## config.mk

```make
export PLATFORM = sky130hd
export DESIGN_NAME = add_tree
export DESIGN_NICKNAME = d
export VERILOG_FILES = /design/src/source/cplx_pkg.sv /design/src/source/dot_pkg.sv /design/src/source/add_tree.sv /design/src/source/complex_add.sv
export SDC_FILE = /design/constraint.sdc
export NUM_CORES = 1
export LEC_CHECK = 0
export BUFFER_PORTS_ARGS = -buffer_cell sky130_fd_sc_hd__buf_2
export CELL_PAD_IN_SITES_DETAIL_PLACEMENT = 1
export CELL_PAD_IN_SITES_GLOBAL_PLACEMENT = 1
export CORE_ASPECT_RATIO = 0.7
export CORE_MARGIN = 2
export CORE_UTILIZATION = 39
export DETAILED_ROUTE_END_ITERATION = 8
export PLACE_DENSITY = 0.81
export SETUP_SLACK_MARGIN = 0.02
export SLEW_MARGIN = 20
export SYNTH_ARGS = -nofsm -noshare
export SYNTH_HDL_FRONTEND = slang
export SYNTH_SLANG_ARGS = --single-unit
```

## constraint.sdc

```tcl
create_clock -name clk_i -period 4.5 [get_ports clk_i]
set_input_delay 0.45 -clock clk_i [delete_from_list [all_inputs] [get_ports clk_i]]
set_output_delay 0.45 -clock clk_i [all_outputs]
set_load 0.02 [all_outputs]
```

## src/source/cplx_pkg.sv

```systemverilog
package cplx_pkg;

  // input component width
  localparam int COMP_W = 16;

  // a product term is 2*COMP_W wide
  // one more bit holds the sum of two such terms
  localparam int PROD_W = 2 * COMP_W + 1;

  // two guard bits cover a four term sum
  localparam int ACC_W = PROD_W + 2;

  // complex operand with re in the upper half
  typedef struct packed {
    logic signed [COMP_W-1:0] re;
    logic signed [COMP_W-1:0] im;
  } cplx_t;

  // exact lane product
  typedef struct packed {
    logic signed [PROD_W-1:0] re;
    logic signed [PROD_W-1:0] im;
  } prod_t;

  // adder tree value, wide enough that no sum can wrap
  typedef struct packed {
    logic signed [ACC_W-1:0] re;
    logic signed [ACC_W-1:0] im;
  } acc_t;

endpackage

```

## src/source/dot_pkg.sv

```systemverilog
package dot_pkg;

  // complex pairs per dot product
  localparam int LANES = 4;

  // binary reduction depth
  localparam int TREE_LEVELS = $clog2(LANES);

  // one multiply stage, then one stage per tree level
  localparam int PIPE_LAT = 1 + TREE_LEVELS;

  // one operand per lane, lane 0 in the low slot
  typedef cplx_pkg::cplx_t [LANES-1:0] lane_vec_t;

endpackage
```

## src/source/add_tree.sv

```systemverilog
module add_tree import cplx_pkg::*, dot_pkg::*; (
  input  logic             clk_i,
  input  logic             reset_i,
  input  logic             flush_i,
  // one valid per lane, joined inside
  input  logic [LANES-1:0] in_valid_i,
  // single ready fanned out to every lane
  output logic             in_ready_o,
  input  acc_t [LANES-1:0] terms_i,
  // root handshake
  output logic             out_valid_o,
  input  logic             out_ready_i,
  output acc_t             sum_o,
  // any adder holds an item
  output logic             busy_o
);

  // node numbering
  // leaves 0..LANES-1, then each level's sums, the root last
  // level k starts at node 2*LANES - (2*LANES >> k)
  function automatic int level_base(input int level);
    return 2 * LANES - ((2 * LANES) >> level);
  endfunction

  // data and valid for every node of the tree
  acc_t [2*LANES-2:0]     node_data;
  logic [2*LANES-2:0]     node_valid;
  // adder status, indexed by the node the adder drives
  logic [2*LANES-2:LANES] add_ready;
  logic [2*LANES-2:LANES] add_busy;
  // ready seen by all adders of one level
  logic [TREE_LEVELS-1:0] level_ready;

  // leaves come straight from the lanes
  assign node_data[LANES-1:0]  = terms_i;
  assign node_valid[LANES-1:0] = in_valid_i;

  genvar lvl, idx;
  for (lvl = 0; lvl < TREE_LEVELS; lvl++) begin : gen_level
    // root level answers to the outside consumer
    if (lvl == TREE_LEVELS - 1) begin : gen_root
      assign level_ready[lvl] = out_ready_i;
    end else begin : gen_inner
      // wait until every adder one level up can take the item
      assign level_ready[lvl] =
        &add_ready[level_base(lvl + 3) - 1 : level_base(lvl + 2)];
    end

    for (idx = 0; idx < (LANES >> (lvl + 1)); idx++) begin : gen_add
      // each adder sums a neighbouring pair of nodes
      // valid is the AND over the whole level below
      complex_add i_add (
        .clk_i       (clk_i),
        .reset_i     (reset_i),
        .flush_i     (flush_i),
        .in_valid_i  (&node_valid[level_base(lvl + 1) - 1 : level_base(lvl)]),
        .in_ready_o  (add_ready[level_base(lvl + 1) + idx]),
        .operand_x_i (node_data[level_base(lvl) + 2 * idx]),
        .operand_y_i (node_data[level_base(lvl) + 2 * idx + 1]),
        .out_valid_o (node_valid[level_base(lvl + 1) + idx]),
        .out_ready_i (level_ready[lvl]),
        .result_o    (node_data[level_base(lvl + 1) + idx]),
        .busy_o      (add_busy[level_base(lvl + 1) + idx])
      );
    end
  end

  // lanes may advance only when all first level adders accept
  assign in_ready_o = &add_ready[level_base(2) - 1 : level_base(1)];

  // root node is the dot product
  assign sum_o       = node_data[2*LANES-2];
  assign out_valid_o = node_valid[2*LANES-2];
  assign busy_o      = |add_busy;

endmodule

```

## src/source/complex_add.sv

```systemverilog
module complex_add import cplx_pkg::*; (
  input  logic clk_i,
  input  logic reset_i,
  input  logic flush_i,
  // upstream handshake, valid already joined by the caller
  input  logic in_valid_i,
  output logic in_ready_o,
  // the two addends
  input  acc_t operand_x_i,
  input  acc_t operand_y_i,
  // downstream handshake
  output logic out_valid_o,
  input  logic out_ready_i,
  output acc_t result_o,
  // stage holds an item
  output logic busy_o
);

  acc_t sum_d;
  acc_t sum_q;
  logic valid_q;

  // componentwise sum
  // inputs are range limited so this never wraps
  always_comb begin
    sum_d.re = operand_x_i.re + operand_y_i.re;
    sum_d.im = operand_x_i.im + operand_y_i.im;
  end

  // same stage rule as the multiplier lanes
  assign in_ready_o = ~valid_q | out_ready_i;

  // valid flag, cleared by reset or flush
  always_ff @(posedge clk_i) begin
    if (reset_i || flush_i) begin
      valid_q <= 1'b0;
    end else if (in_ready_o) begin
      valid_q <= in_valid_i;
    end
  end

  // load the sum on a transfer
  always_ff @(posedge clk_i) begin
    if (in_valid_i && in_ready_o) begin
      sum_q <= sum_d;
    end
  end

  assign out_valid_o = valid_q;
  assign result_o    = sum_q;
  assign busy_o      = valid_q;

endmodule

```

==> run_results.csv, run 1 <==
group,metric,value,unit
clocking,clk-insertion-delay-late,0.55,ns
logic_synthesis,synthArstFlopShare,0,%
worst_setup_path,slowest_stage,"o311ai_1",
placed_design,dpl.hpwl,47200,µm
timing,setup_tns,0,ns
timing,rsz0062_at_grt,"no",
logic_synthesis,yosysSeqAreaShare,36.4,%
clocking,cts_made_buffers,26,
timing,setup_viol,0,
clocking,cts_max_path_buffers,3,
run_status,outcome,"finished, final reports clean",
floorplan,ios,361,
worst_setup_path,crit_chain,"ha_1 -> inv_1 -> fa_1 -> nor2b_1 -> o2111a_1 -> o311ai_1 -> o21ai_0 -> a21oi_1 -> o31ai_1 -> a21oi_1 -> xnor2_1",
timing,post-route-period-util,71.6,%
pwr,peakVddDrop,253,µV
timing,tightest_slew,1.04,ns
placed_design,dp_cells,2708,
logic_synthesis,syn_nets,2299,
clocking,clockRootBuffer,"clkbuf_16",
floorplan,initial_core_util,39.8,%
logic_synthesis,synth_most_common_cell,"edfxtp_1",
timing,layout_min_cycle_time,3.22,ns
worst_setup_path,max_stage_delay,0.70,ns
detailed_routing,drt_iter0_markers,980,
worst_setup_path,r2r_slack,1.28,ns
timing,hold_viol,0,
floorplan,die_x,257,µm
logic_synthesis,synth_area,0.0175,mm²
logic_synthesis,syn_inst,1801,
pwr,comb_power_share,29.7,%
clocking,clk_pin_slew,0.06,ns
worst_setup_path,end_kind,"flop",
global_routing,grtUsageTotal,23.9,%
pwr,power_density,304,mW/mm²
logic_synthesis,synth_top_area_cell,"edfxtp_1",
timing,drv_slew,0,
logic_synthesis,yosys.cell_types.count,77,
logic_synthesis,synthFlopType,"edfxtp_1",
worst_setup_path,required,4.79,ns
worst_setup_path,startpoint_type,"flop",
logic_synthesis,yosysTopAreaCellShare,36.0,%
worst_setup_path,critPathMostFrequentCell,"a21oi_1",
detailed_routing,drc,0,
global_routing,grt_pass1_vias,16070,
placed_design,gp_congestion,0.962,
finish,stdcell_count,2764,
logic_synthesis,synth_area_leaders,"edfxtp_1 (36%), ha_1 (15%), xnor2_1 (6.5%)",
timing,slew_headroom,30.5,%
clocking,htreeDepth,1,
timing,fin_skew,0.0321,ns
placed_design,io_buffers,360,
detailed_routing,vias,15612,
logic_synthesis,netlist_top_cells_count,"edfxtp_1 (210), ha_1 (204), a21oi_1 (187), xnor2_1 (129), nand2_1 (123)",
global_routing,grt_overflow,0,
floorplan,die_y,181,µm
clocking,cts_resized,0,
timing,fmax,0.310,GHz
clocking,cts_tree,"yes",
logic_synthesis,ys_ff_latch,213,
pwr,internal_power,4.34,mW
clocking,clock_sinks,213,
global_routing,grt_first_pass_wirelength,89600,µm
finish,nNetsFinal,2640,
pwr,leakagePower,8.87,nW
timing,setup_ws,1.28,ns
worst_setup_path,criticalPathCategory,"flop to flop",
logic_synthesis,synth_warnings,0,
clocking,postCtsSetupBuffers,0,
flow_run,drv_cap,0,
detailed_routing,dr.pass1.iters,5,
finish,syn2layout_area_growth,18.7,%
detailed_routing,avgViaCountPerCell,5.65,
pwr,pwr-share-clk,33.0,%
logic_synthesis,synth-edff-count,210,
global_routing,grt_max_degree,71,
worst_setup_path,arrival,3.51,ns
floorplan,fp.coreArea,0.0440,mm²
worst_setup_path,cp_max_fo,4,
detailed_routing,avgRoutedWirePerCell,20.7,µm
clocking,cts_hold_buf,0,
detailed_routing,routed_wl,57300,µm
floorplan,dieArea,0.0466,mm²
pwr,swShare,31.4,%
detailed_routing,ant_nets,0,
min_path,hp-class,"input port to flop",
placed_design,dp_slack,0.999,ns
floorplan,row_count,64,
pwr,power.switching,1.99,mW
pwr,seqPwrFrac,37.3,%
logic_synthesis,syn-mean-instance-area,9.72,µm²
global_routing,antenna_found_initial,9,
finish,drive_above_1_share,20.5,%
layout by cell type (no fill, tap or decap), drive strengths merged, types with 24 or more instances in the layout:
master and n:
nand3 59, xor2 62, nor3 37, clkbuf 32
a21oi 190, xnor2 129, nand2 123, inv 64
edfxtp 210, ha 204, buf 364, nand4 26
o21ai 119, nor2 103, a211oi 24, a21o 101
power by group through the flow:
stage | registers [mW] | logic, mW | clock network [mW]
final | 2.36 | 1.88 | 2.09
after detailed placement | 2.40 | 1.85 | 0
after global routing | 2.36 | 2.06 | 2.20
after CTS | 2.36 | 1.86 | 2.12
after floorplan | 2.39 | 1.27 | 0
after global placement | 2.40 | 1.79 | 0
kinds of logic after synthesis:
logic type,count (synthesis),synth area share (%)
buf+inv,114,2.48
compound gates,620,23.9
simple gates,452,12.4
xor+xnor,191,9.55
fa+ha+maj,210,15.3
mux,1,0.0572
flops,213,36.4
registers in the layout (all words and copies together), names as in the netlist:
| register | flops |
|---|---|
| gen_level.gen_add.i_add.busy_o | 3 |
| gen_level.gen_add.i_add.result_o | 210 |
routing by layer:
layer  vias to the layer above  track usage [%]  routed length [µm]
li1                       7531                -                   -
met4                         0             7.67                1860
met3                        86             2.41                2080
met2                       379             41.2               27600
met5                         -                0                   0
met1                      7616             31.3               25700
cell type report:
type,count,area (µm²)
Tap cell,594,743
Multi-Input combinational cell,1474,10700
Antenna cell,9,22.5
Clock inverter,15,135
Fill cell,5083,23200
Sequential cell,213,6370
Timing Repair Buffer,364,1830
Clock buffer,32,714
Inverter,63,236
worst max-delay path, delay by kind of cell (launching register included):
family	cells	cell delay (ns)
compound gates	6	1.88
fa+ha+maj	2	0.46
flops	1	0.38
simple gates	1	0.08
xor+xnor	1	0.08
buf+inv	1	0.07
through the flow:
stage | hold slack (ns) | util (%) | cell area [µm²] | power [mW]
floorplan | 0.479 | - | 17500 | 3.66
CTS | 0.0655 | 47.2 | 20800 | 6.35
global placement | 0.520 | 45.3 | 19900 | 4.19
global route | 0.0893 | 47.3 | 20800 | 6.62
detailed placement | 0.531 | 45.3 | 19900 | 4.25
finish | 0.0855 | 47.3 | 20800 | 6.33
path summary, 6_finish.rpt:
| path | startpoint | endpoint | cells after the start |
|---|---|---|---|
| min | flush_i | gen_level[0].gen_add[0].i_add.busy_o | 2 |
| max | gen_level[0].gen_add[0].i_add.result_o[35] | gen_level[1].gen_add[0].i_add.result_o[67] | 11 |
| min reg2reg | gen_level[0].gen_add[1].i_add.result_o[35] | gen_level[1].gen_add[0].i_add.result_o[35] | 1 |
| max reg2reg | gen_level[0].gen_add[0].i_add.result_o[35] | gen_level[1].gen_add[0].i_add.result_o[67] | 11 |
Power figures use the tool's default switching activity.
==> run 2, diff against run 1 <==
==> constraint.sdc (replaced) <==
create_clock -name clk_i -period 2.9 [get_ports clk_i]
set_input_delay 0.29 -clock clk_i [delete_from_list [all_inputs] [get_ports clk_i]]
set_output_delay 0.29 -clock clk_i [all_outputs]
set_load 0.02 [all_outputs]
==> run_results.csv, run 2 (synthesis results as in run 1) <==
group,metric,value,unit
clocking,clk-insertion-delay-late,0.54,ns
detailed_routing,avgViaCountPerCell,5.69,
clocking,cts_made_buffers,24,
min_path,holdPathStages,2,
pwr,peakVddDrop,413,µV
worst_setup_path,arrival,3.13,ns
finish,regArea,0.00637,mm²
placed_design,gp_congestion,0.963,
timing,rsz0062_at_grt,"yes",
finish,num-fill-cells,5167,
placed_design,io_buffers,360,
global_routing,grt_first_pass_wirelength,92900,µm
floorplan,dieArea,0.0466,mm²
floorplan,initial_core_util,39.8,%
finish,post-route-util,49.1,%
flow_run,drv_cap,0,
floorplan,row_count,64,
worst_setup_path,r2r_slack,0.04,ns
worst_setup_path,rr_worst_depth,10,
detailed_routing,dr.pass1.iters,5,
detailed_routing,avgRoutedWirePerCell,21.1,µm
global_routing,grt_max_degree,71,
finish,nNetsFinal,2732,
worst_setup_path,slowest_stage,"edfxtp_1",
detailed_routing,drc,0,
clocking,htreeDepth,1,
min_path,hp-class,"input port to flop",
finish,largest_reg_flops,210,
pwr,power.total,9.73,mW
finish,stdcell_count,2852,
floorplan,die_y,181,µm
detailed_routing,ant_nets,0,
clocking,clockRootBuffer,"clkbuf_16",
detailed_routing,vias,16226,
finish,drive_above_1_share,24.9,%
placed_design,dpl.hpwl,49000,µm
clocking,cts_tree,"yes",
worst_setup_path,max_stage_delay,0.37,ns
clocking,cts_max_path_buffers,3,
timing,drv_slew,0,
pwr,power_density,451,mW/mm²
finish,syn2layout_area_growth,23.3,%
worst_setup_path,criticalPathCategory,"flop to flop",
finish,layout_commonest_cell,"buf_2",
worst_setup_path,worstReg2RegEnd,"gen_level[1].gen_add[0].i_add.result_o[68]",
finish,multi_input_comb_area,0.0109,mm²
timing,fmax,0.350,GHz
floorplan,fp.coreArea,0.0440,mm²
clocking,clock_sinks,213,
timing,setup_viol,0,
placed_design,dp_cells,2792,
detailed_routing,routed_wl,60200,µm
timing,hold_viol,0,
pwr,leakagePower,9.32,nW
global_routing,grtUsageTotal,24.8,%
timing,post-route-period-util,98.6,%
global_routing,grt_pass1_vias,16851,
timing,fin_skew,0.0142,ns
clocking,clk_pin_slew,0.06,ns
worst_setup_path,startpoint_type,"flop",
placed_design,dpl_cell_area,0.0206,mm²
floorplan,ios,361,
finish,final_cell_mix,"buf_2 (360), edfxtp_1 (210), ha_1 (202), a21oi_1 (183), xnor2_1 (129)",
timing,slew_headroom,45.4,%
global_routing,grt_overflow,0,
worst_setup_path,crit_chain,"ha_1 -> buf_4 -> a21oi_1 -> nand2_1 -> a41o_4 -> a221oi_4 -> o221a_4 -> o31ai_2 -> a41oi_2 -> xnor2_1",
min_path,holdPathEnd,"gen_level[0].gen_add[1].i_add.result_o[0]",
detailed_routing,drt_iter0_markers,923,
timing,tightest_slew,0.817,ns
worst_setup_path,required,3.18,ns
worst_setup_path,cp_max_fo,4,
worst_setup_path,r2r-start,"gen_level[0].gen_add[0].i_add.result_o[41]",
finish,final_area,0.0216,mm²
worst_setup_path,end_kind,"flop",
run_status,outcome,"finished, final reports clean",
floorplan,die_x,257,µm
global_routing,antenna_found_initial,9,
timing,layout_min_cycle_time,2.86,ns
min_path,hold_start,"terms_i[210]",
run 2: report_power, final:
part | total, mW | switching [mW] | leakage (nW) | internal (mW)
logic | 3.13 | 1.79 | 7.02 | 1.34
clock network | 2.94 | 1.28 | 0.369 | 1.66
registers | 3.66 | 0.0464 | 1.93 | 3.62
total | 9.73 | 3.12 | 9.32 | 6.61
run 2: timing repair:
item | 4_1_cts | 5_1_grt
hold buffers | 3 | 0
resized for setup | 7 | 30
setup buffers | 2 | 5
pin swaps | 1 | 12
hold endpoints to repair | 3 | 0
setup endpoints to repair | 7 | 18
run 2: metal layers:
| metal | vias up | wire (µm) | track usage [%] |
|---|---|---|---|
| li1 | 7694 | - | - |
| met5 | - | 0 | 0 |
| met4 | 0 | 2360 | 9.02 |
| met2 | 443 | 29400 | 42.9 |
| met1 | 7973 | 26100 | 32.0 |
| met3 | 116 | 2370 | 2.64 |
run 2: cell type report:
class	count	area share, %
Antenna cell	7	0.0811
Multi-Input combinational cell	1474	50.5
Sequential cell	213	29.5
Clock buffer	34	3.19
Tap cell	594	3.44
Clock inverter	9	0.255
Inverter	63	1.10
Timing Repair Buffer	458	12.0
run 2: worst max path at each step:
| stage | endpoint | slack (ns) | from | cells past startpoint |
|---|---|---|---|---|
| 6_report | gen_level[1].gen_add[0].i_add.result_o[68] | 0.04 | gen_level[0].gen_add[0].i_add.result_o[41] | 10 |
| 4_1_cts | gen_level[1].gen_add[0].i_add.result_o[66] | 0.03 | gen_level[0].gen_add[0].i_add.result_o[41] | 9 |
| 3_5_place_dp | gen_level[0].gen_add[1].i_add.result_o[68] | -0.20 | terms_i[181] | 11 |
| 3_3_place_gp | gen_level[0].gen_add[1].i_add.result_o[34] | -0.15 | terms_i[140] | 14 |
| 2_1_floorplan | gen_level[0].gen_add[0].i_add.result_o[0] | -0.08 | gen_level[1].gen_add[0].i_add.busy_o | 2 |
| 5_1_grt | gen_level[1].gen_add[0].i_add.result_o[33] | -0.08 | gen_level[0].gen_add[1].i_add.result_o[6] | 9 |
run 2: metrics by stage:
stage / hold slack [ns] / TNS (ns) / setup WS, ns
2_1_floorplan: 0.363 / -11.06 / -0.0790
3_3_place_gp: 0.485 / -0.501 / -0.146
3_5_place_dp: 0.504 / -1.97 / -0.199
4_1_cts: 0.0330 / 0 / 0.0340
5_1_grt: 0.0343 / -0.170 / -0.0754
6_report: 0.0562 / 0 / 0.0420
run 2: worst max-delay path: cells and delay by family (launching register included):
kind,cells,cell delay (ns)
AO/OA/AOI/OAI,6,1.46
AND/OR/NAND/NOR,1,0.12
XOR/XNOR,1,0.10
buffers and inverters,1,0.18
flip-flops,1,0.37
adder cells (fa/ha/maj),1,0.36
